<file path="config.mk">
export PLATFORM = sky130hd
export DESIGN_NAME = div_unit_top
export DESIGN_NICKNAME = d
export VERILOG_FILES = /design/src/verilog/div_pkg.sv /design/src/verilog/div_control.sv /design/src/verilog/div_iter_datapath.sv /design/src/verilog/div_operand_prep.sv /design/src/verilog/div_result_pack.sv /design/src/verilog/div_step_counter.sv /design/src/verilog/div_unit_top.sv
export SDC_FILE = /design/constraint.sdc
export NUM_CORES = 1
export LEC_CHECK = 0
export BUFFER_PORTS_ARGS = -buffer_cell sky130_fd_sc_hd__buf_4
export CORE_MARGIN = 2
export CORE_UTILIZATION = 60
export CTS_BUF_LIST = sky130_fd_sc_hd__clkbuf_2
export DETAILED_ROUTE_END_ITERATION = 7
export HOLD_SLACK_MARGIN = 0.03
export MAX_ROUTING_LAYER = met4
export PLACE_DENSITY = 0.8
export SYNTH_ARGS = -nofsm -noshare
export SYNTH_HDL_FRONTEND = slang
export SYNTH_SLANG_ARGS = --single-unit
</file>
<file path="constraint.sdc">
create_clock -name clk -period 4.4 [get_ports clk]
set_clock_uncertainty 0.2 [all_clocks]
set_input_delay 0 -clock clk [delete_from_list [all_inputs] [get_ports clk]]
set_output_delay 0 -clock clk [all_outputs]
set_load 0.05 [all_outputs]
</file>
<file path="src/verilog/div_pkg.sv">
package div_pkg;

   localparam int xlen = 64;
   localparam int word_len = 32;
   localparam int lg_rob_entries = 6;
   localparam int lg_prf_entries = 7;
   localparam int lg_steps = 6;

   typedef enum logic [1:0]
   {
      op_div = 2'd0,
      op_divu = 2'd1,
      op_rem = 2'd2,
      op_remu = 2'd3
   } div_op_e;

   typedef enum logic [1:0]
   {
      st_idle = 2'd0,
      st_divide = 2'd1,
      st_pack = 2'd2,
      st_wb = 2'd3
   } div_state_e;

   typedef struct packed
   {
      div_op_e op;
      logic is_word;                       // low 32 bits only.
      logic [xlen-1:0] src_a;              // dividend.
      logic [xlen-1:0] src_b;              // divisor.
      logic [lg_rob_entries-1:0] rob_tag;
      logic [lg_prf_entries-1:0] prf_tag;
   } div_req_t;

   typedef struct packed
   {
      logic [xlen-1:0] result;
      logic [lg_rob_entries-1:0] rob_tag;
      logic [lg_prf_entries-1:0] prf_tag;
   } div_resp_t;

   // captured on accept, consumed by the result stage
   typedef struct packed
   {
      logic quot_neg;
      logic rem_neg;
      logic is_rem;
      logic is_word;
      logic div_zero;
      logic [xlen-1:0] dividend;           // sign-extended for word ops.
      logic [lg_rob_entries-1:0] rob_tag;
      logic [lg_prf_entries-1:0] prf_tag;
   } div_ctx_t;

endpackage

</file>
<file path="src/verilog/div_control.sv">
`timescale 1ns/1ps

module div_control
(
   input logic clk,
   input logic reset,
   input logic req_valid,
   input logic counter_last,
   input logic resp_ready,
   output logic req_ready,
   output logic load,
   output logic step_en,
   output logic pack_en,
   output logic resp_valid
);

   div_pkg::div_state_e r_state;
   div_pkg::div_state_e n_state;

   always_ff @(posedge clk)
   begin
      if (reset)
      begin
         r_state <= div_pkg::st_idle;
      end
      else
      begin
         r_state <= n_state;
      end
   end

   always_comb
   begin
      req_ready = (r_state == div_pkg::st_idle);
      load = req_ready && req_valid;        // issue handshake.
      step_en = (r_state == div_pkg::st_divide);
      pack_en = (r_state == div_pkg::st_pack);
      resp_valid = (r_state == div_pkg::st_wb);
   end

   always_comb
   begin
      n_state = r_state;
      unique case (r_state)
         div_pkg::st_idle:
         begin
            if (req_valid)
            begin
               n_state = div_pkg::st_divide;
            end
         end
         div_pkg::st_divide:
         begin
            if (counter_last)
            begin
               n_state = div_pkg::st_pack;   // final quotient bit this edge.
            end
         end
         div_pkg::st_pack:
         begin
            n_state = div_pkg::st_wb;
         end
         div_pkg::st_wb:
         begin
            if (resp_ready)
            begin
               n_state = div_pkg::st_idle;
            end
         end
         default:
         begin
            n_state = div_pkg::st_idle;
         end
      endcase
   end

   a_no_ready_with_valid: assert property (@(posedge clk) disable iff (reset)
      !(resp_valid && req_ready));

   // the counter's last flag has to stop the iteration on the next edge
   a_stop_after_last: assert property (@(posedge clk) disable iff (reset)
      (step_en && counter_last) |=> !step_en);

endmodule

</file>
<file path="src/verilog/div_iter_datapath.sv">
`timescale 1ns/1ps

module div_iter_datapath
(
   input logic clk,
   input logic reset,
   input logic load,
   input logic step_en,
   input logic [div_pkg::xlen-1:0] mag_a,
   input logic [div_pkg::xlen-1:0] mag_b,
   output logic [div_pkg::xlen-1:0] quotient,
   output logic [div_pkg::xlen-1:0] remainder_hi
);

   localparam int w2 = 2 * div_pkg::xlen;

   logic [w2-1:0] r_rem;
   logic [div_pkg::xlen-1:0] r_divisor;
   logic [div_pkg::xlen-1:0] r_quot;
   logic [w2-1:0] shifted;
   logic [div_pkg::xlen-1:0] shifted_hi;
   logic take;

   // divisor lives in the upper half, so only the top half is compared
   always_comb
   begin
      shifted = {r_rem[w2-2:0], 1'b0};
      shifted_hi = shifted[w2-1:div_pkg::xlen];
      take = (shifted_hi >= r_divisor);
   end

   always_ff @(posedge clk)
   begin
      if (reset)
      begin
         r_rem <= '0;
         r_divisor <= '0;
         r_quot <= '0;
      end
      else if (load)
      begin
         r_rem <= {{div_pkg::xlen{1'b0}}, mag_a};
         r_divisor <= mag_b;
         r_quot <= '0;
      end
      else if (step_en)
      begin
         if (take)
         begin
            r_rem <= {shifted_hi - r_divisor, shifted[div_pkg::xlen-1:0]};
         end
         else
         begin
            r_rem <= shifted;               // restore.
         end
         r_quot <= {r_quot[div_pkg::xlen-2:0], take};
      end
   end

   assign quotient = r_quot;
   assign remainder_hi = r_rem[w2-1:div_pkg::xlen];

endmodule

</file>
<file path="src/verilog/div_operand_prep.sv">
`timescale 1ns/1ps

module div_operand_prep
(
   input logic clk,
   input logic reset,
   input logic load,
   input div_pkg::div_req_t req,
   output logic [div_pkg::xlen-1:0] mag_a,
   output logic [div_pkg::xlen-1:0] mag_b,
   output div_pkg::div_ctx_t ctx
);

   localparam int pad = div_pkg::xlen - div_pkg::word_len;

   logic is_signed;
   logic is_rem;
   logic sign_a;
   logic sign_b;
   logic [div_pkg::word_len-1:0] low_a;
   logic [div_pkg::word_len-1:0] low_b;
   logic [div_pkg::word_len-1:0] abs_a_w;
   logic [div_pkg::word_len-1:0] abs_b_w;
   logic [div_pkg::xlen-1:0] abs_a;
   logic [div_pkg::xlen-1:0] abs_b;
   div_pkg::div_ctx_t n_ctx;

   always_comb
   begin
      is_signed = (req.op == div_pkg::op_div) || (req.op == div_pkg::op_rem);
      is_rem = (req.op == div_pkg::op_rem) || (req.op == div_pkg::op_remu);
      low_a = req.src_a[div_pkg::word_len-1:0];
      low_b = req.src_b[div_pkg::word_len-1:0];

      sign_a = is_signed && (req.is_word ? low_a[div_pkg::word_len-1]
                                         : req.src_a[div_pkg::xlen-1]);
      sign_b = is_signed && (req.is_word ? low_b[div_pkg::word_len-1]
                                         : req.src_b[div_pkg::xlen-1]);

      abs_a = sign_a ? (~req.src_a + 1'b1) : req.src_a;
      abs_b = sign_b ? (~req.src_b + 1'b1) : req.src_b;
      abs_a_w = sign_a ? (~low_a + 1'b1) : low_a;
      abs_b_w = sign_b ? (~low_b + 1'b1) : low_b;

      // word dividend sits in the top half so 32 steps drain it
      if (req.is_word)
      begin
         mag_a = {abs_a_w, {pad{1'b0}}};
         mag_b = {{pad{1'b0}}, abs_b_w};
      end
      else
      begin
         mag_a = abs_a;
         mag_b = abs_b;
      end

      n_ctx.quot_neg = sign_a ^ sign_b;
      n_ctx.rem_neg = sign_a;               // remainder follows dividend.
      n_ctx.is_rem = is_rem;
      n_ctx.is_word = req.is_word;
      n_ctx.div_zero = req.is_word ? (low_b == '0) : (req.src_b == '0);
      n_ctx.dividend = req.is_word ? {{pad{low_a[div_pkg::word_len-1]}}, low_a}
                                   : req.src_a;
      n_ctx.rob_tag = req.rob_tag;
      n_ctx.prf_tag = req.prf_tag;
   end

   always_ff @(posedge clk)
   begin
      if (reset)
      begin
         ctx <= '0;
      end
      else if (load)
      begin
         ctx <= n_ctx;
      end
   end

endmodule

</file>
<file path="src/verilog/div_result_pack.sv">
`timescale 1ns/1ps

module div_result_pack
(
   input logic clk,
   input logic reset,
   input logic pack_en,
   input div_pkg::div_ctx_t ctx,
   input logic [div_pkg::xlen-1:0] quotient,
   input logic [div_pkg::xlen-1:0] remainder_hi,
   output div_pkg::div_resp_t resp
);

   localparam int pad = div_pkg::xlen - div_pkg::word_len;

   logic [div_pkg::xlen-1:0] quot_fix;
   logic [div_pkg::xlen-1:0] rem_fix;
   logic [div_pkg::xlen-1:0] sel;
   logic [div_pkg::xlen-1:0] result;

   always_comb
   begin
      quot_fix = ctx.quot_neg ? (~quotient + 1'b1) : quotient;
      rem_fix = ctx.rem_neg ? (~remainder_hi + 1'b1) : remainder_hi;
      sel = ctx.is_rem ? rem_fix : quot_fix;

      // x / 0 gives all ones, x % 0 gives x
      if (ctx.div_zero)
      begin
         sel = ctx.is_rem ? ctx.dividend : '1;
      end

      if (ctx.is_word)
      begin
         result = {{pad{sel[div_pkg::word_len-1]}}, sel[div_pkg::word_len-1:0]};
      end
      else
      begin
         result = sel;
      end
   end

   always_ff @(posedge clk)
   begin
      if (reset)
      begin
         resp <= '0;
      end
      else if (pack_en)
      begin
         resp.result <= result;
         resp.rob_tag <= ctx.rob_tag;
         resp.prf_tag <= ctx.prf_tag;
      end
   end

   a_resp_stable: assert property (@(posedge clk) disable iff (reset)
      !pack_en |=> $stable(resp));

endmodule

</file>
<file path="src/verilog/div_step_counter.sv">
`timescale 1ns/1ps

module div_step_counter
(
   input logic clk,
   input logic reset,
   input logic load,
   input logic is_word,
   input logic step_en,
   output logic counter_last
);

   logic [div_pkg::lg_steps-1:0] r_count;
   logic r_last_taken;

   assign counter_last = (r_count == '0);

   always_ff @(posedge clk)
   begin
      if (reset)
      begin
         r_count <= '0;
         r_last_taken <= 1'b0;
      end
      else if (load)
      begin
         r_count <= is_word ? div_pkg::lg_steps'(div_pkg::word_len - 1)
                            : div_pkg::lg_steps'(div_pkg::xlen - 1);
         r_last_taken <= 1'b0;
      end
      else if (step_en)
      begin
         if (counter_last)
         begin
            r_last_taken <= 1'b1;           // hold at zero.
         end
         else
         begin
            r_count <= r_count - 1'b1;
         end
      end
   end

   a_no_extra_step: assert property (@(posedge clk) disable iff (reset)
      !(step_en && counter_last && r_last_taken));

endmodule

</file>
<file path="src/verilog/div_unit_top.sv">
`timescale 1ns/1ps

module div_unit_top
(
   input logic clk,
   input logic reset,
   input logic req_valid,
   output logic req_ready,
   input div_pkg::div_req_t req,
   output logic resp_valid,
   input logic resp_ready,
   output div_pkg::div_resp_t resp
);

   logic load;
   logic step_en;
   logic pack_en;
   logic counter_last;
   logic [div_pkg::xlen-1:0] mag_a;
   logic [div_pkg::xlen-1:0] mag_b;
   logic [div_pkg::xlen-1:0] quotient;
   logic [div_pkg::xlen-1:0] remainder_hi;
   div_pkg::div_ctx_t ctx;

   div_control u_control
   (
      .clk(clk),
      .reset(reset),
      .req_valid(req_valid),
      .counter_last(counter_last),
      .resp_ready(resp_ready),
      .req_ready(req_ready),
      .load(load),
      .step_en(step_en),
      .pack_en(pack_en),
      .resp_valid(resp_valid)
   );

   div_step_counter u_counter
   (
      .clk(clk),
      .reset(reset),
      .load(load),
      .is_word(req.is_word),
      .step_en(step_en),
      .counter_last(counter_last)
   );

   div_operand_prep u_prep
   (
      .clk(clk),
      .reset(reset),
      .load(load),
      .req(req),
      .mag_a(mag_a),
      .mag_b(mag_b),
      .ctx(ctx)
   );

   div_iter_datapath u_datapath
   (
      .clk(clk),
      .reset(reset),
      .load(load),
      .step_en(step_en),
      .mag_a(mag_a),
      .mag_b(mag_b),
      .quotient(quotient),
      .remainder_hi(remainder_hi)
   );

   div_result_pack u_pack
   (
      .clk(clk),
      .reset(reset),
      .pack_en(pack_en),
      .ctx(ctx),
      .quotient(quotient),
      .remainder_hi(remainder_hi),
      .resp(resp)
   );

endmodule
</file>
==> metrics.yaml, run 1 <==
global_routing:
  grt-ovfl-total: 93
  grt_max_degree: 105
  antenna_found_initial: 40
  grt_usage_pct: 71.8
synthesis:
  synth.distinct_cells: 76
  synth_top_area_share_pct: 31.4
  syn_inst: 3476
  yosysTopAreaCell: "dfxtp_1"
  synth_area_leaders: "dfxtp_1, mux2i_1, a21oi_1, nor2_1, nand2_1"
  syn_avg_cell_area_um2: 7.77
  synth_top_flop_cell: "dfxtp_1"
  syn-num-nets: 3699
  seq_area_frac_synth_pct: 31.4
  yosys_warnings: 0
  netlist_area_um2: 27000
  synth_edf_count: 0
  ys_ff_latch: 423
  synthArstFlopShare_pct: 0
floorplan:
  initial_utilization_pct: 60.9
  rows: 77
  io_pins: 227
  die_w_um: 216
  die-height_um: 216
timing:
  worst-ep-kind: "sequential cell input"
  grt-worst-endpoint: "u_datapath.r_rem[41]$_SDFFE_PP0P_/D"
cts:
  root_buffer: "clkbuf_2"
  clock-sinks: 423
  htreeDepth: 3
  clockBufferDepth: 3
  cts_buffers: 109
  cts_setup_buffers: 0
status:
  status: "stopped before the end"
  firstError: "[ERROR GRT-0232] Routing congestion too high. Check the congestion heatmap in the GUI."
  lastStage: "global routing (5_1_grt)"
placed_design:
  gp_congestion: 1.05
  post-dp-hpwl_um: 71400
  numPortBuffers: 226
cells by family after synthesis:
group | Yosys count | synth area share [%]
adder cells (fa/ha/maj) | 75 | 3.50
AO/OA/AOI/OAI | 1016 | 24.4
AND/OR/NAND/NOR | 1129 | 19.6
flip-flops | 423 | 31.4
XOR/XNOR | 271 | 8.79
buffers and inverters | 366 | 5.14
multiplexers | 196 | 7.27
cells in the mapped netlist (all sizes together), types with 34 or more instances:
| library cell | count |
|---|---|
| dfxtp | 423 |
| nor2 | 371 |
| nand2 | 335 |
| a21oi | 324 |
| clkbuf | 213 |
| mux2i | 196 |
| o21ai | 166 |
| xor2 | 136 |
| xnor2 | 135 |
| inv | 118 |
| nor3 | 86 |
| o22ai | 85 |
| ha | 74 |
| a211oi | 65 |
| nand3 | 57 |
| o31ai | 49 |
| or3 | 47 |
| nor2b | 45 |
| o41ai | 38 |
| a221oi | 35 |
| nand4 | 35 |
| buf | 34 |
through the flow:
stage | instance area, um^2 | worst slack, ps | std cells
after floorplan | 27000 | 1060 | 3476
after global placement | 29200 | 326 | 4133
after detailed placement | 29200 | 213 | 4133
after CTS | 35800 | 19.0 | 4873
layer usage:
layer  GRT usage, %  GRT overflow
met4           61.4            26
met2           90.3            51
met3           52.9             5
met5              -             -
met1           72.4            11
timing repair:
item                      in CTS
gates resized for setup        0
hold buffers                 556
hold endpoints to repair     419
==> inputs of run 2 (changes only) <==
--- a/config.mk
+++ b/config.mk
@@ -7,12 +7,9 @@
 export LEC_CHECK = 0
 export BUFFER_PORTS_ARGS = -buffer_cell sky130_fd_sc_hd__buf_4
 export CORE_MARGIN = 2
-export CORE_UTILIZATION = 60
-export CTS_BUF_LIST = sky130_fd_sc_hd__clkbuf_2
+export CORE_UTILIZATION = 40
 export DETAILED_ROUTE_END_ITERATION = 7
-export HOLD_SLACK_MARGIN = 0.03
-export MAX_ROUTING_LAYER = met4
-export PLACE_DENSITY = 0.8
+export PLACE_DENSITY_LB_ADDON = 0.15
 export SYNTH_ARGS = -nofsm -noshare
 export SYNTH_HDL_FRONTEND = slang
 export SYNTH_SLANG_ARGS = --single-unit
==> run 2 against run 1 <==
Effect of this change:
- the run now ends clean
- synthesized area unchanged
- synthesized cell count unchanged
==> metrics.yaml, run 2 <==
synthesis:
  yosysTopAreaCell: "dfxtp_1"  # unchanged
  synth_top_area_share_pct: 31.4  # unchanged
  synthArstFlopShare_pct: 0  # unchanged
  synth_common_cells: "dfxtp_1, nor2_1, nand2_1"  # unchanged
  syn-num-nets: 3699  # unchanged
  yosys_warnings: 0  # unchanged
  syn_avg_cell_area_um2: 7.77  # unchanged
  syn_inst: 3476  # unchanged
  synth_compound_area_share_pct: 24.4  # unchanged
  ys_ff_latch: 423  # unchanged
  yosysMostFrequentCell: "dfxtp_1"  # unchanged
  synth_area_leaders: "dfxtp_1, mux2i_1, a21oi_1, nor2_1, nand2_1"  # unchanged
  synth.distinct_cells: 76  # unchanged
  synth_edf_count: 0  # unchanged
  yosys.area_share.adder_pct: 3.50  # unchanged
  netlist_area_um2: 27000  # unchanged
  synth_xor_xnor_area_share_pct: 8.79  # unchanged
  synth_top_family_by_area: "compound AO/OA/AOI/OAI gates"  # unchanged
  synth_simple_gate_area_share_pct: 19.6  # unchanged
  synth_top_flop_cell: "dfxtp_1"  # unchanged
  seq_area_frac_synth_pct: 31.4  # unchanged
  synthMuxAreaShare_pct: 7.27  # unchanged
floorplan:
  rows: 95  # was 77
  die_w_um: 264  # was 216 um
  dieArea_um2: 69600
  core_um2: 67000
  initial_utilization_pct: 40.3  # was 60.9%
  io_pins: 227  # unchanged
  die-height_um: 264  # was 216 um
placed_design:
  numPortBuffers: 226  # unchanged
  pre_cts_ws_ps: 486  # was 213 ps
  post-dp-hpwl_um: 74500  # was 71400 um
  postPlaceCellArea_um2: 29500  # was 29200 um^2
  gp_congestion: 0.920  # was 1.05
worst_setup_path:
  critPathLaunchType: "input pin"
  worst_ep_required_time_ps: 4720
  crit_path_end_kind: "register"
  reg2reg_slack_ps: 320
  reg2reg_from: "u_control.r_state[1]$_SDFFE_PP0P_"
  rr_worst_depth: 9
  path_max_fanout: 6
  startpoint: "req[89]"
  arrival_ps: 4550
  worstSetupPathType: "in -> reg"
timing:
  fin_ws_ps: 170
  min_period_ps: 4230
  rsz0062_at_grt: "no"
  fmax_mhz: 236
  worst_slew_pin_slew_ps: 1110
  drv_slew: 0
  setup_viol: 0
  timing.setup.tns_ps: 0
  fin_crit_sh_pct: 96.1
  hold_violations: 0
  slew_headroom_pct: 25.9
cts:
  insertion_delay_ps: 640
  htreeDepth: 2  # was 3
  cts_buffers: 50  # was 109
  clockBufferDepth: 3  # unchanged
  clock-sinks: 423  # unchanged
  cts_tree: "done"
  root_buffer: "clkbuf_16"  # was clkbuf_2
  ctsResizeCount: 0  # unchanged
  clk_pin_slew_worst_paths_ps: 60
pwr:
  total_power_w: 0.0273
  sequentialPowerShare_pct: 20.6
  power_leakage_nw: 13.5
  vdd_ir_drop_max_uv: 754
  switching_share_pct: 50.1
  internal_power_w: 0.0136
  p_sw_w: 0.0137
  power_density_nw_per_um2: 801
  p_comb_share_pct: 63.3
  power_frac_clock_pct: 16.1
global_routing:
  grt_pass1_wl_um: 157000
  grt_max_degree: 118
  grt_pass1_vias: 26000
  grt-ovfl-total: 0
  antenna_found_initial: 4
  grt_usage_pct: 28.7
cells_and_area:
  layout_common_cells: "dfxtp_1, nor2_1, nand2_1, a21oi_1, buf_4"
  largest_registers: "u_datapath.r_rem (128), u_prep.ctx (82), u_pack.resp (77)"
  largest_register_ffs: 128
  finalNetCount: 4086
  final_area_um2: 34100
  drive_gt1_share_pct: 10.9
  area_growth_pct: 26.3
  fin_util_pct: 50.8
  largest-register: "u_datapath.r_rem"
  layout_commonest_cell: "dfxtp_1"
min_path:
  hp-class: "in -> reg"
  min_from: "req[93]"
  holdPathStages: 4
run:
  maxCapViolCount: 0
routing:
  wl_um: 103000
  drc: 0
  avgViaCountPerCell: 5.81
  wl_per_cell_um: 21.6
  detail-route-antenna-nets: 0
  vias: 27800
  first_iter_violations: 2448
  first_pass_iters: 6
status:
  status: "complete, no violations"  # was stopped before the end
==> run 2: path summary, 6_finish.rpt <==
check                                            to
setup reg to reg  u_datapath.r_rem[62]$_SDFFE_PP0P_
hold / removal          u_prep.ctx[29]$_SDFFE_PP0P_
hold reg to reg         u_prep.ctx[32]$_SDFFE_PP0P_
setup / recovery  u_datapath.r_rem[56]$_SDFFE_PP0P_
==> run 2: kinds of logic after synthesis <==
group	Yosys count
AND/OR/NAND/NOR	1129
multiplexers	196
adder cells (fa/ha/maj)	75
AO/OA/AOI/OAI	1016
buffers and inverters	366
XOR/XNOR	271
flip-flops	423
==> run 2: timing repair <==
action	CTS	global route
endpoints found under the hold margin	225	0
setup buffers	0	2
hold buffers	287	0
setup endpoints to repair	0	4
==> run 2: worst max-delay path, stage by stage <==
cell and delay, ps:
dlygate4sd3_1 540, buf_4 160, or4_1 600, nor4_2 310, nand4_1 130, buf_4 190
or4_1 660, o21ai_0 390, nand2_1 140, xnor2_1 180, dlygate4sd3_1 590, a21oi_1 70
dlygate4sd3_1 580
==> run 2: per-stage QoR <==
stage	cells	hold WS [ps]
after global placement	4395	53.1
after detailed placement	4395	57.6
after CTS	4773	0.180
after global routing	4779	20.5
after floorplan	3476	-88.2
final	4779	16.2
==> run 2: layout make-up <==
cell class / instances / area (um^2)
multi-input cells: 2687 / 17200
fillers: 6627 / 33000
diodes: 4 / 10.0
inverters: 119 / 447
well taps: 873 / 1090
clock inverters: 25 / 318
flip-flops and latches: 423 / 8470
repair buffers: 582 / 5160
clock buffers: 66 / 1390
==> run 2: layer usage <==
metal	vias to the layer above	wire length (um)	share of wire, %	global-route usage (%)
li1	13400	-	-	-
met1	13200	44900	43	38.3
met2	935	46900	45	45.9
met3	180	7100	6.9	5.27
met4	0	4420	4.3	11.3
met5	-	0	0	0
==> run 2: power by group through the flow <==
| stage | clock network [W] | logic [W] | registers, W |
|---|---|---|---|
| 2_1_floorplan | 0 | 0.0115 | 0.00545 |
| 3_3_place_gp | 0 | 0.0167 | 0.00565 |
| 3_5_place_dp | 0 | 0.0166 | 0.00567 |
| 4_1_cts | 0.00443 | 0.0170 | 0.00559 |
| 5_1_grt | 0.00461 | 0.0188 | 0.00570 |
| 6_report | 0.00438 | 0.0173 | 0.00563 |
No activity file was read; power rests on OpenSTA's default activity.
==> inputs of run 3 (changes only) <==
--- a/config.mk
+++ b/config.mk
@@ -12,4 +12,5 @@
 export PLACE_DENSITY_LB_ADDON = 0.15
 export SYNTH_ARGS = -nofsm -noshare
 export SYNTH_HDL_FRONTEND = slang
+export SYNTH_HIERARCHICAL = 1
 export SYNTH_SLANG_ARGS = --single-unit
==> run 3 against run 2 <==
Effect of this change:
- setup slack improved by 320 ps
- largest cell class unchanged
- wire length is 0.20% higher
- sequential share of layout area down 1.1 points
- core utilization down 0.94 points
- critical path depth decreased by 1
==> metrics.yaml, run 3 <==
status:
  status: "complete, no violations"  # unchanged
global_routing:
  grt_max_degree: 137  # was 118
  grt-ovfl-total: 0  # unchanged
  grt_usage_pct: 26.7  # was 28.7%
  antenna_found_initial: 0  # was 4
  grt_pass1_vias: 26700  # was 26000
  grt_pass1_wl_um: 158000  # was 157000 um
worst_setup_path:
  arrival_ps: 4170  # was 4550 ps
  worst_ep_required_time_ps: 4660  # was 4720 ps
  path_max_fanout: 8  # was 6
  critPathLaunchType: "input pin"  # unchanged
  crit_path_end_kind: "register"  # unchanged
  worstSetupPathType: "in -> reg"  # unchanged
synthesis:
  synth_area_leaders: "dfxtp_1, mux2i_1, nor2_1, a21oi_1, xnor2_1"  # was dfxtp_1, mux2i_1, a21oi_1, nor2_1, nand2_1
  yosysMostFrequentCell: "nor2_1"  # was dfxtp_1
  syn_inst: 3737  # was 3476
  yosysTopAreaCell: "dfxtp_1"  # unchanged
  synthArstFlopShare_pct: 0  # unchanged
  syn-num-nets: 3960  # was 3699
  yosys_warnings: 6  # was 0
  seq_area_frac_synth_pct: 29.2  # was 31.4%
  synth.distinct_cells: 98  # was 76
  syn_avg_cell_area_um2: 7.76  # was 7.77 um^2
  ys_ff_latch: 423  # unchanged
  synth_top_area_share_pct: 29.2  # was 31.4%
  synth_top_flop_cell: "dfxtp_1"  # unchanged
  netlist_area_um2: 29000  # was 27000 um^2
  synth_common_cells: "nor2_1, dfxtp_1, mux2i_1"  # was dfxtp_1, nor2_1, nand2_1
  synth_edf_count: 0  # unchanged
cells_and_area:
  largest_registers: "u_datapath/r_rem (128), u_prep/ctx (82), u_pack/resp (77)"  # was u_datapath.r_rem (128), u_prep.ctx (82), u_pack.resp (77)
  layout_commonest_cell: "nor2_1"  # was dfxtp_1
  area_growth_pct: 23.2  # was 26.3%
  antennaDiodeCount: 0  # was 4
  finalNonFillerCells: 5059  # was 4779
  final_area_um2: 35700  # was 34100 um^2
  drive_gt1_share_pct: 11.8  # was 10.9%
  finalNetCount: 4292  # was 4086
  layout_common_cells: "nor2_1, dfxtp_1, mux2i_1, buf_4, a21oi_1"  # was dfxtp_1, nor2_1, nand2_1, a21oi_1, buf_4
  largest_register_ffs: 128  # unchanged
  largest-register: "u_datapath/r_rem"  # was u_datapath.r_rem
floorplan:
  die-height_um: 273  # was 264 um
  rows: 98  # was 95
  dieArea_um2: 74700  # was 69600 um^2
  initial_utilization_pct: 40.5  # was 40.3%
  io_pins: 227  # unchanged
  core_um2: 71600  # was 67000 um^2
  die_w_um: 273  # was 264 um
timing:
  rsz0062_at_grt: "no"  # unchanged
  timing.setup.tns_ps: 0  # unchanged
  worst_hold_slack_ps: 68.2  # was 16.2 ps
  min_period_ps: 3910  # was 4230 ps
  fin_crit_sh_pct: 88.8  # was 96.1%
  setup_viol: 0  # unchanged
  drv_slew: 0  # unchanged
  slew_headroom_pct: 23.1  # was 25.9%
  worst_slew_pin_slew_ps: 1150  # was 1110 ps
  hold_violations: 0  # unchanged
  fmax_mhz: 256  # was 236 MHz
pwr:
  power_leakage_nw: 14.4  # was 13.5 nW
  total_power_w: 0.0266  # was 0.0273 W
  vdd_ir_drop_max_uv: 737  # was 754 uV
  power_density_nw_per_um2: 745  # was 801 nW/um^2
cts:
  cts_setup_buffers: 0  # unchanged
  htreeDepth: 2  # unchanged
  clk_pin_slew_worst_paths_ps: 60  # about the same
  root_buffer: "clkbuf_16"  # unchanged
  clock-sinks: 423  # unchanged
  cts_tree: "done"  # unchanged
  clockBufferDepth: 3  # unchanged
  ctsResizeCount: 0  # unchanged
  cts_buffers: 50  # unchanged
  insertion_delay_ps: 610  # was 640 ps
  hold_buffers: 286  # was 287
run:
  maxCapViolCount: 0  # unchanged
routing:
  avgViaCountPerCell: 5.68  # was 5.81
  wl_um: 104000  # was 103000 um
  vias: 28700  # was 27800
  detail-route-antenna-nets: 0  # unchanged
  first_iter_violations: 2664  # was 2448
  first_pass_iters: 6  # unchanged
  drc: 0  # unchanged
  wl_per_cell_um: 20.5  # was 21.6 um
placed_design:
  placed_cells: 4681  # was 4395
  post-dp-hpwl_um: 76600  # was 74500 um
  postPlaceCellArea_um2: 31100  # was 29500 um^2
  numPortBuffers: 226  # unchanged
  gp_congestion: 0.944  # was 0.920
min_path:
  hp-class: "in -> reg"  # unchanged
[run 3: cell count changes in the layout (fill, tap and decap cells not counted), moves of 21 or more]
| cell | previous run | this run |
|---|---|---|
| a21oi_1 | 324 | 288 |
| a221oi_1 | 35 | 6 |
| mux2i_1 | 196 | 309 |
| nand2_1 | 333 | 221 |
| nand3_1 | 57 | 36 |
| nor2_1 | 364 | 667 |
| nor4_1 | 29 | 58 |
| o22ai_1 | 85 | 14 |
| xnor2_1 | 135 | 165 |
| xor2_1 | 136 | 93 |
[run 3: kinds of logic (layout without fill, tap and decap cells)]
| logic type | Yosys count | in the layout | share of synthesized area (%) |
|---|---|---|---|
| simple gates | 1324 | 1324 | 21.1 |
| compound gates | 903 | 903 | 20.6 |
| buf+inv | 429 | 801 | 6.72 |
| flops | 423 | 423 | 29.2 |
| mux | 325 | 325 | 11.3 |
| xor+xnor | 258 | 258 | 7.79 |
| fa+ha+maj | 75 | 75 | 3.26 |
[run 3: layer usage]
metal	GRT usage (%)	share of wire, %
met5	0	0
met4	9.17	3.5
met3	3.43	6.9
met2	42.7	45
met1	36.9	45
[run 3: worst max-delay path: stages]
cell,delay (ps)
dlygate4sd3_1,530
buf_4,150
nor4_1,500
nand4_1,430
nor3_1,810
a31oi_1,200
xnor2_1,180
dlygate4sd3_1,560
nor2_1,30
dlygate4sd3_1,570
mux2i_1,130
nor2_1,50
[run 3: final timing paths]
| kind | depth (start not counted) | endpoint | start | slack [ps] |
|---|---|---|---|---|
| setup / recovery | 12 | u_datapath/r_divisor[46]$_SDFFE_PP0P_ | req[28] | 490 |
| hold reg to reg | 2 | u_pack/resp[33]$_SDFFE_PP0P_ | u_pack/resp[33]$_SDFFE_PP0P_ | 250 |
| hold / removal | 4 | u_prep/ctx[23]$_SDFFE_PP0P_ | req[87] | 70 |
| setup reg to reg | 14 | u_datapath/r_rem[71]$_SDFFE_PP0P_ | u_datapath/r_rem[63]$_SDFFE_PP0P_ | 500 |
[run 3: metrics by stage]
step                utilization, %  worst slack (ps)
finish                        49.9               491
global route                  49.9               129
CTS                           49.9               506
detailed placement            43.5               570
global placement              43.5               607
floorplan                        -               819
[run 3: layout make-up]
type                       instances  area, um^2
clock buffer                      64        1380
clock inverter                    28         358
fill                            7130       35900
inverter                         110         413
multi-input combinational       2885       18600
sequential                       423        8470
tap                              950        1190
timing repair buffer             599        5290
[run 3: power breakdown]
| part | internal [W] | switching (W) |
|---|---|---|
| registers | 0.00460 | 0.000986 |
| clock network | 0.00263 | 0.00176 |
| logic | 0.00650 | 0.0101 |
